--- src/board_pkg.sv ---
//**************************************************************************
// board level definitions: cell marks, board shape and the eight
// winning lines of the tic-tac-toe grid
//**************************************************************************
package board_pkg;

  localparam int num_cells  = 9;  // 3x3 grid
  localparam int cell_idx_w = 4;  // index range 0..15, only 0..8 are real
  localparam int num_lines  = 8;  // 3 rows, 3 columns, 2 diagonals

  // what a cell holds
  typedef enum logic [1:0] {
    mark_empty    = 2'b00,
    mark_player   = 2'b01,
    mark_computer = 2'b10
  } mark_t;

  // cell 0 is the top left and numbering runs row by row
  // so cell 4 is the centre
  typedef mark_t [num_cells-1:0] board_t;

  // three cell indices per line
  localparam int unsigned win_lines [num_lines][3] = '{
    '{0, 1, 2},  // top row
    '{3, 4, 5},  // middle row
    '{6, 7, 8},  // bottom row
    '{0, 3, 6},  // left column
    '{1, 4, 7},  // centre column
    '{2, 5, 8},  // right column
    '{0, 4, 8},  // main diagonal
    '{2, 4, 6}   // anti diagonal
  };

endpackage

--- src/game_pkg.sv ---
//**************************************************************************
// game level definitions: turn states of the referee and the
// combined game result seen by the controller
//**************************************************************************
package game_pkg;

  import board_pkg::*;  // marks come from the board package

  // referee states
  // no separate idle state, the player simply waits for play
  typedef enum logic [1:0] {
    st_player_turn   = 2'b00,
    st_computer_turn = 2'b01,
    st_game_done     = 2'b10  // sticky until reset
  } turn_t;

  // verdict of both checkers folded together
  // done covers a completed line as well as a full board
  typedef struct packed {
    logic  done;    // win or full
    mark_t winner;  // owner of the winning line, else empty
  } result_t;

endpackage

--- src/judge_if.sv ---
//**************************************************************************
// board verdicts from the win and move checkers to the controller
//**************************************************************************
interface judge_if import board_pkg::*; ();

  logic  win;          // some line holds three equal marks
  mark_t winner;       // owner of first completed line
  logic  full;         // no empty cell left
  logic  player_ok;    // player's cell is real and empty
  logic  computer_ok;  // computer's cell is real and empty

  // all levels, combinational from board and indices
  modport win_src (output win, winner);

  modport move_src (output full, player_ok, computer_ok);

  modport sink (input win, winner, full, player_ok, computer_ok);

endinterface

--- src/board_regs.sv ---
//**************************************************************************
// nine cell registers, one accepted move written per cycle
//**************************************************************************
module board_regs import board_pkg::*; (
  input  logic                  clk,
  input  logic                  reset,
  input  logic                  write_en,    // accepted move this cycle
  input  logic [cell_idx_w-1:0] write_cell,  // target cell
  input  mark_t                 write_mark,  // mark of the moving side
  output board_t                board
);

  // cell storage
  // reset gives an empty board for a new game
  always_ff @(posedge clk or posedge reset) begin
    if (reset) begin
      for (int i = 0; i < num_cells; i++) begin
        board[i] <= mark_empty;
      end
    end else if (write_en) begin
      board[write_cell] <= write_mark;  // single cell per move
    end
  end

  // the controller only writes after move_checker cleared the cell
  // so an overwrite means the verdict and the write got out of step
  a_no_overwrite: assert property (
    @(posedge clk) disable iff (reset)
    write_en |-> board[write_cell] == mark_empty
  ) else $error("board_regs: write to occupied cell %0d", write_cell);

  // a move always leaves a mark behind
  a_mark_valid: assert property (
    @(posedge clk) disable iff (reset)
    write_en |-> write_mark != mark_empty
  ) else $error("board_regs: write of empty mark");

endmodule

--- src/win_checker.sv ---
//**************************************************************************
// line scan over the eight winning lines, finds completed line and owner
//**************************************************************************
module win_checker import board_pkg::*; (
  input  board_t          board,
  judge_if.win_src        judge
);

  logic [num_lines-1:0] line_hit;             // one bit per line
  mark_t                line_owner [num_lines]; // mark in first cell of line

  // three equal non-empty marks complete a line
  always_comb begin
    for (int i = 0; i < num_lines; i++) begin
      line_owner[i] = board[win_lines[i][0]];
      line_hit[i]   = (line_owner[i] != mark_empty) &&
                      (board[win_lines[i][1]] == line_owner[i]) &&
                      (board[win_lines[i][2]] == line_owner[i]);
    end
  end

  assign judge.win = |line_hit;

  // owner of the lowest numbered hit
  // scan runs downwards so line 0 has the last word
  // only one side can really own lines at once
  always_comb begin
    judge.winner = mark_empty;
    for (int i = num_lines - 1; i >= 0; i--) begin
      if (line_hit[i]) begin
        judge.winner = line_owner[i];
      end
    end
  end

endmodule

--- src/move_checker.sv ---
//**************************************************************************
// legality of each side's requested cell and full board detection
//**************************************************************************
module move_checker import board_pkg::*; (
  input  board_t                board,
  input  logic [cell_idx_w-1:0] player_cell,    // index from player
  input  logic [cell_idx_w-1:0] computer_cell,  // index from computer
  judge_if.move_src             judge
);

  // cell must exist and be empty
  // indices 9..15 never name a cell
  function automatic logic cell_free(input board_t b,
                                     input logic [cell_idx_w-1:0] idx);
    if (idx >= num_cells) begin
      return 1'b0;  // out of range
    end
    return b[idx] == mark_empty;
  endfunction

  // turn and game state are left to the controller
  assign judge.player_ok   = cell_free(board, player_cell);
  assign judge.computer_ok = cell_free(board, computer_cell);

  // full when no empty cell remains
  always_comb begin
    judge.full = 1'b1;
    for (int i = 0; i < num_cells; i++) begin
      if (board[i] == mark_empty) begin
        judge.full = 1'b0;  // at least one gap
      end
    end
  end

endmodule

--- src/game_controller.sv ---
//**************************************************************************
// turn FSM: combines checker verdicts, issues board writes,
// alternates sides and holds the game over until reset
//**************************************************************************
module game_controller import board_pkg::*, game_pkg::*; (
  input  logic                  clk,
  input  logic                  reset,
  input  logic                  play,           // player strobe
  input  logic                  pc,             // computer strobe
  input  logic [cell_idx_w-1:0] player_cell,
  input  logic [cell_idx_w-1:0] computer_cell,
  judge_if.sink                 judge,
  output logic                  write_en,
  output logic [cell_idx_w-1:0] write_cell,
  output mark_t                 write_mark,
  output logic                  game_over,
  output logic                  player_turn
);

  turn_t   state;
  turn_t   next_state;
  result_t result;  // folded verdict

  assign result.done   = judge.win | judge.full;
  assign result.winner = judge.winner;

  always_ff @(posedge clk or posedge reset) begin
    if (reset) begin
      state <= st_player_turn;  // player always opens
    end else begin
      state <= next_state;
    end
  end

  // next state and write request
  // a finished board blocks every strobe in the same cycle
  always_comb begin
    next_state = state;
    write_en   = 1'b0;
    write_cell = player_cell;  // default side
    write_mark = mark_player;
    unique case (state)
      st_player_turn: begin
        if (result.done) begin
          next_state = st_game_done;
        end else if (play && judge.player_ok) begin
          write_en   = 1'b1;
          next_state = st_computer_turn;  // hand over
        end
      end
      st_computer_turn: begin
        write_cell = computer_cell;
        write_mark = mark_computer;
        if (result.done) begin
          next_state = st_game_done;
        end else if (pc && judge.computer_ok) begin
          write_en   = 1'b1;
          next_state = st_player_turn;
        end
      end
      default: begin
        next_state = st_game_done;  // only reset leaves
      end
    endcase
  end

  assign game_over   = (state == st_game_done);
  assign player_turn = (state == st_player_turn);

  // no board change once the game is decided
  a_no_write_done: assert property (
    @(posedge clk) disable iff (reset)
    game_over |-> !write_en
  ) else $error("game_controller: write after game over");

  // a reported line always has an owner
  a_win_owner: assert property (
    @(posedge clk) disable iff (reset)
    judge.win |-> result.winner != mark_empty
  ) else $error("game_controller: win without owner");

endmodule

--- src/tic_tac_toe.sv ---
//**************************************************************************
// tic-tac-toe referee top: board, both checkers and turn FSM
//**************************************************************************
module tic_tac_toe import board_pkg::*; (
  input  logic                  clk,
  input  logic                  reset,
  input  logic                  play,           // player move strobe
  input  logic                  pc,             // computer move strobe
  input  logic [cell_idx_w-1:0] player_cell,
  input  logic [cell_idx_w-1:0] computer_cell,
  output board_t                board,
  output mark_t                 winner,
  output logic                  game_over,
  output logic                  player_turn
);

  logic                  write_en;
  logic [cell_idx_w-1:0] write_cell;
  mark_t                 write_mark;

  judge_if judge ();  // verdicts to controller

  board_regs u_board_regs (
    .clk        (clk),
    .reset      (reset),
    .write_en   (write_en),
    .write_cell (write_cell),
    .write_mark (write_mark),
    .board      (board)
  );

  // both checkers look at the same board
  win_checker u_win_checker (
    .board (board),
    .judge (judge)
  );

  move_checker u_move_checker (
    .board         (board),
    .player_cell   (player_cell),
    .computer_cell (computer_cell),
    .judge         (judge)
  );

  game_controller u_game_controller (
    .clk           (clk),
    .reset         (reset),
    .play          (play),
    .pc            (pc),
    .player_cell   (player_cell),
    .computer_cell (computer_cell),
    .judge         (judge),
    .write_en      (write_en),
    .write_cell    (write_cell),
    .write_mark    (write_mark),
    .game_over     (game_over),
    .player_turn   (player_turn)
  );

  assign winner = judge.winner;  // live line owner

endmodule

--- config.mk ---
export PLATFORM = sky130hd
export DESIGN_NAME = tic_tac_toe
export DESIGN_NICKNAME = d
export VERILOG_FILES = /design/src/board_pkg.sv /design/src/game_pkg.sv /design/src/judge_if.sv /design/src/board_regs.sv /design/src/win_checker.sv /design/src/move_checker.sv /design/src/game_controller.sv /design/src/tic_tac_toe.sv
export SDC_FILE = /design/constraint.sdc
export NUM_CORES = 1
export LEC_CHECK = 0
export CAP_MARGIN = 10
export CELL_PAD_IN_SITES_DETAIL_PLACEMENT = 0
export CELL_PAD_IN_SITES_GLOBAL_PLACEMENT = 2
export CORE_MARGIN = 10
export CORE_UTILIZATION = 38
export CTS_BUF_LIST = sky130_fd_sc_hd__clkbuf_8
export DETAILED_ROUTE_END_ITERATION = 16
export DONT_BUFFER_PORTS = 1
export GPL_TIMING_DRIVEN = 0
export HOLD_SLACK_MARGIN = 0.06
export PLACE_DENSITY = 0.84
export SYNTH_ARGS = -nofsm -noshare
export SYNTH_HDL_FRONTEND = slang
export SYNTH_SLANG_ARGS = --single-unit
--- constraint.sdc ---
create_clock -name clk -period 3.3 [get_ports clk]
set_input_delay 0.33 -clock clk [delete_from_list [all_inputs] [get_ports clk]]
set_output_delay 0.33 -clock clk [all_outputs]
set_load 0.05 [all_outputs]
---- After elaboration in Yosys (flattened, before gate mapping) ----
Index checks and enable logic that the tools add are counted.
operators by class
  multipliers ............................. 0
  mux-type cells .......................... 42
  divide/modulo/power cells ............... 0
  order comparisons ....................... 6
  reduce and logical (&&, ||, !) cells .... 38
  bitwise logic cells ..................... 1
  $add $sub $neg .......................... 0
  shift operators ......................... 0
  equality and inequality tests ........... 20
operators by type and width
  cell                number
  $eq 2x2->1          16
  $mux 2              16
  $logic_not 2->1     12
  $logic_and 1x1->1   19
  $mux 1              19
  $bwmux 18           1
  $bmux 2 s4          2
  $lt 4x5->1 const B  3
  $reduce_bool 2->1   5
  $demux 2 s4         1
  $ge 4x4->1 const B  2
  $reduce_or 8->1     1
  $ne 3x1->1 const B  2
  $ge 4x1->1 const B  1
  $mux 4              1
  $pmux 2 s2          1
  $eq 2x1->1 const B  1
  $eq 2x2->1 const B  1
  $pmux 1 s2          1
  $reduce_and 2->1    1
  $or 1x1->1          1
storage, ports and cells
  bits in read-only memories .............. 0
  memories kept ........................... 0
  register bits ........................... 20
  output and inout port bits .............. 22
  bits in latches ......................... 0
  memory bits (writable) .................. 0

---- Depth between registers and ports, before layout ----
  word-level depth ........................ 13
  depth in mapped cells ................... 9

---- Modules after synthesis ----
Synthesis repeated with hierarchy kept, for this count alone.
unflattened totals
  cell total of the unflattened synthesis .. 192
  area, all modules ....................... 1751.7 um^2
modules (own cells, without submodules)
  module           area an instance (um^2)  seq. area each (um^2)  times used  cells each
  board_regs       753.2                    450.4                  1           50
  win_checker      551.8                    0.0                    1           88
  move_checker     255.2                    0.0                    1           36
  game_controller  191.4                    50.0                   1           18

---- Worst setup path after synthesis ----
Ideal clock, no wire load.
  path kind ............................... register to output
  start ................................... reg u_board_regs.board[5] (netlist bit)
  end ..................................... out winner[0]
  data arrival time ....................... 2.958 ns
  setup slack ............................. 0.012 ns
  buffers on the path ..................... 1
  cell stages (with the launch flop) ...... 9
  cells stage by stage .................... dfrtp_1 -> clkbuf_1 -> or3_1 -> nand2_1 -> a41oi_1 -> o31a_1 -> o22ai_1 -> a21boi_0 -> o21ai_0
between the ends
  longest elaborated chain between the ends .. 11
  elaborated cells between the ends (all ways) .. 19
RTL lines
  what                                                    line                                  source
  from (decl)                                             board_regs.sv:10                      output board_t board
  from (signal, indexed assignment)                       board_regs.sv:18                      board[i] <= mark_empty;
  from (signal, indexed assignment)                       board_regs.sv:21                      board[write_cell] <= write_mark;
  $eq 2x2->1 / $reduce_bool 2->1 (equally long branches)  win_checker.sv:17, win_checker.sv:16
  $logic_and 1x1->1                                       win_checker.sv:16                     line_hit[i] = (line_owner[i] != mark_empty) &&
  $logic_and 1x1->1                                       win_checker.sv:17                     (board[win_lines[i][1]] == line_owner[i]) &&
  $mux 2 (7 in series)                                    win_checker.sv:30                     if (line_hit[i]) begin
  $mux 2 *                                                win_checker.sv:30
  to (decl)                                               tic_tac_toe.sv:12                     output mark_t winner,
Mark *: on every way between the ends. The rest lies on a longest branch, timed or not.

---- Final worst setup path ----
  start ................................... reg u_board_regs.board[14] (netlist bit)
  end ..................................... out winner[0]
between the ends
  longest elaborated chain between the ends .. 7
  elaborated cells between the ends (all ways) .. 10
RTL lines
  what                    line               source
  $eq 2x2->1              win_checker.sv:18  (board[win_lines[i][2]] == line_owner[i]);
  $logic_and 1x1->1       win_checker.sv:17
  $mux 2 (2 in series)    win_checker.sv:30
  $mux 2 * (3 in series)  win_checker.sv:30
Marked as above.

==> reports/metrics.yaml <==
ys.flop_type: "dfrtp_1"
synth_compound_area_share_pct: 21.7
cts_buffers: 3
finalHoldViolations: 0
synth_edf_count: 0
leakagePower_uw: 0.000794
criticalPathCategory: "register to output pin"
synth_mux_area_share_pct: 6.90
cp.required_ns: 2.97
cp-end-kind: "output pin"
die_w_um: 85.6
wl_per_cell_um: 21.3
synth_fa_ha_area_share_pct: 0
slew_violations: 0
period_share_pct: 94.8
peakVddDrop_uv: 357
grt.total_usage_pct: 14.0
syn_avg_cell_area_um2: 8.37
io_pins: 34
powerDensity_mw_per_mm2: 677
via_count: 1631
cp_max_fo: 8
hold_class: "input port to async pin"
ant_nets: 0
clk_pin_slew_ns: 0.08
critPathArrivalTime_ns: 2.80
period_minus_slack_ns: 3.13
setup_viol: 0
skew_ns: 0.00500
synth_xor_area_share_pct: 0
cts_tree: "done"
routed_via_density: 6.55
placement.io_buffers: 0
final_nets: 212
cts_sinks: 20
drt-total-wl_mm: 5.30
clockRootBuffer: "clkbuf_8"
cts.path.max_buffers: 2
gr-total-overflow: 0
whs_ns: 0.0679
drc_errors: 0
rows: 23
first_pass_iters: 4
layout-drive-gt1-share_pct: 18.6
cap_violations: 0
worstSetupStartpointType: "register"
grt_pass1_wl_mm: 8.30
async_flop_share_pct: 100
syn_inst: 195
n_fill_cell: 432
antenna_found_initial: 0
synthToLayoutAreaGrowth_pct: 9.27
placed_cells: 245
yosys_warnings: 0
status: "completed"
core_mm2: 0.00409
htree_levels: 1
rsz0062_at_grt: "no"
drt-initial-drc-count: 142
yosysUniqueCellTypes: 47
clock_latency_ns: 0.27
synth_fp_nets: 207
regArea_um2: 505
stdcell_count: 249
ys_seq_area_share_pct: 30.7
ys_seq_elements: 20
place_hpwl_mm: 4.03
tightest_slew_ns: 0.954
die_h_um: 85.6
yosys.area_share.simple_pct: 35.0
gp_congestion: 0.817
diodes: 0
die_area_mm2: 0.00732
grt_max_degree: 21
first_global_vias: 1505
initial_core_util_pct: 40.0
synthesis.area_mm2: 0.00163
fmax_ghz: 0.320
slew_headroom_pct: 36.3
multiInputGateArea_mm2: 0.00105
synth_top_family_by_area: "simple AND/OR/NAND/NOR gates"
==> cells in the mapped netlist (2+ instances only) <==
cell | number | area [um^2]
o31ai_1 | 2 | 15.0
mux4_2 | 4 | 90.1
nand4b_1 | 2 | 17.5
nor2b_1 | 7 | 43.8
nand4_1 | 2 | 12.5
or3_1 | 8 | 50.1
buf_2 | 6 | 30.0
buf_4 | 2 | 15.0
nor2_1 | 22 | 82.6
nand3_1 | 15 | 75.1
a41oi_1 | 2 | 17.5
mux2_2 | 2 | 22.5
a21o_1 | 5 | 37.5
clkbuf_1 | 8 | 30.0
nor4_1 | 6 | 37.5
nand2_1 | 14 | 52.6
inv_1 | 5 | 18.8
dfrtp_1 | 20 | 500
nor3_1 | 9 | 45.0
o22ai_1 | 2 | 12.5
and3_1 | 5 | 31.3
o21ai_0 | 6 | 30.0
and4b_1 | 2 | 20.0
o31ai_2 | 2 | 25.0
a31o_2 | 6 | 52.6
nor3b_1 | 2 | 15.0
a41o_1 | 3 | 30.0
a21oi_1 | 7 | 35.0
==> state kept, by name, indices dropped and copies added, names as in the netlist <==
signal	cells
u_board_regs.board	18
u_game_controller.state	2
==> routing by layer <==
layer / GRT usage (%) / wire [um]
met1: 16.8 / 2110
met5: 0 / 0
met4: 5.24 / 35
met3: 4.07 / 535
met2: 22.9 / 2620
==> final timing paths <==
check                      cells after the start                                    from                                      to  slack (ns)
max                                            7      u_board_regs.board[14]$_DFFE_PP0P_                               winner[0]        0.17
min                                            1                                   reset  u_game_controller.state[0]$_DFFE_PP0P_        0.07
max reg2reg                                    8       u_board_regs.board[0]$_DFFE_PP0P_      u_board_regs.board[13]$_DFFE_PP0P_        0.23
min reg2reg                                    2  u_game_controller.state[1]$_DFFE_PP0P_       u_board_regs.board[5]$_DFFE_PP0P_        0.70
max in group asynchronous                      1                                   reset       u_board_regs.board[1]$_DFFE_PP0P_        2.71
min in group clk                               1                        computer_cell[0]       u_board_regs.board[5]$_DFFE_PP0P_        0.14
==> power breakdown <==
part	total (uW)	switching, uW	internal [uW]	leakage, uW
registers	531	237	294	0.000243
logic	425	277	148	0.000515
clock network	252	89.5	162	0.0000357
==> critical path: stages, from the launching register on <==
cell      delay (ns)
dfrtp_1         0.79
or3_1           0.20
a21oi_1         0.10
a41o_1          0.24
or4_4           0.56
a31oi_1         0.16
a21boi_1        0.30
o21ai_4         0.17
==> through the flow <==
| stage | power, uW | setup TNS [ns] | util, % | instance area [um^2] | worst slack, ns |
|---|---|---|---|---|---|
| 2_1_floorplan | 847 | 0 | - | 1630 | 0.0116 |
| 3_3_place_gp | 947 | -0.279 | 41.5 | 1700 | -0.279 |
| 3_5_place_dp | 956 | 0 | 41.5 | 1700 | 0.0840 |
| 4_1_cts | 1210 | 0 | 43.3 | 1770 | 0.0203 |
| 5_1_grt | 1270 | 0 | 43.7 | 1780 | 0.0355 |
| 6_report | 1210 | 0 | 43.7 | 1780 | 0.173 |
==> cells by family (layout without fill, tap and decap cells) <==
family	after synthesis	after routing
simple gates	104	104
buf+inv	21	25
mux	6	6
compound gates	44	44
flops	20	20
==> repair_timing <==
item                       CTS  global route
setup buffers                0             0
setup endpoints to repair    1             2
gates resized for setup      1             7
hold buffers                 0             0
==> cell usage in the layout, fill, tap and decap left out, drive strengths merged, types with 7 or more instances in the layout <==
master   n
a21oi    7
buf      8
clkbuf  11
dfrtp   20
nand2   14
nand3   15
nor2    22
nor2b    7
nor3     9
or3      8
==> final cells by class <==
type                            count  share of cell area [%]
Tap cell                           50                    3.51
Buffer                             16                    4.21
Multi-Input combinational cell    154                    58.9
Clock inverter                      1                    1.68
Clock buffer                        3                    2.31
Inverter                            5                    1.05
Sequential cell                    20                    28.3
No activity file was read; power rests on OpenSTA's default activity.
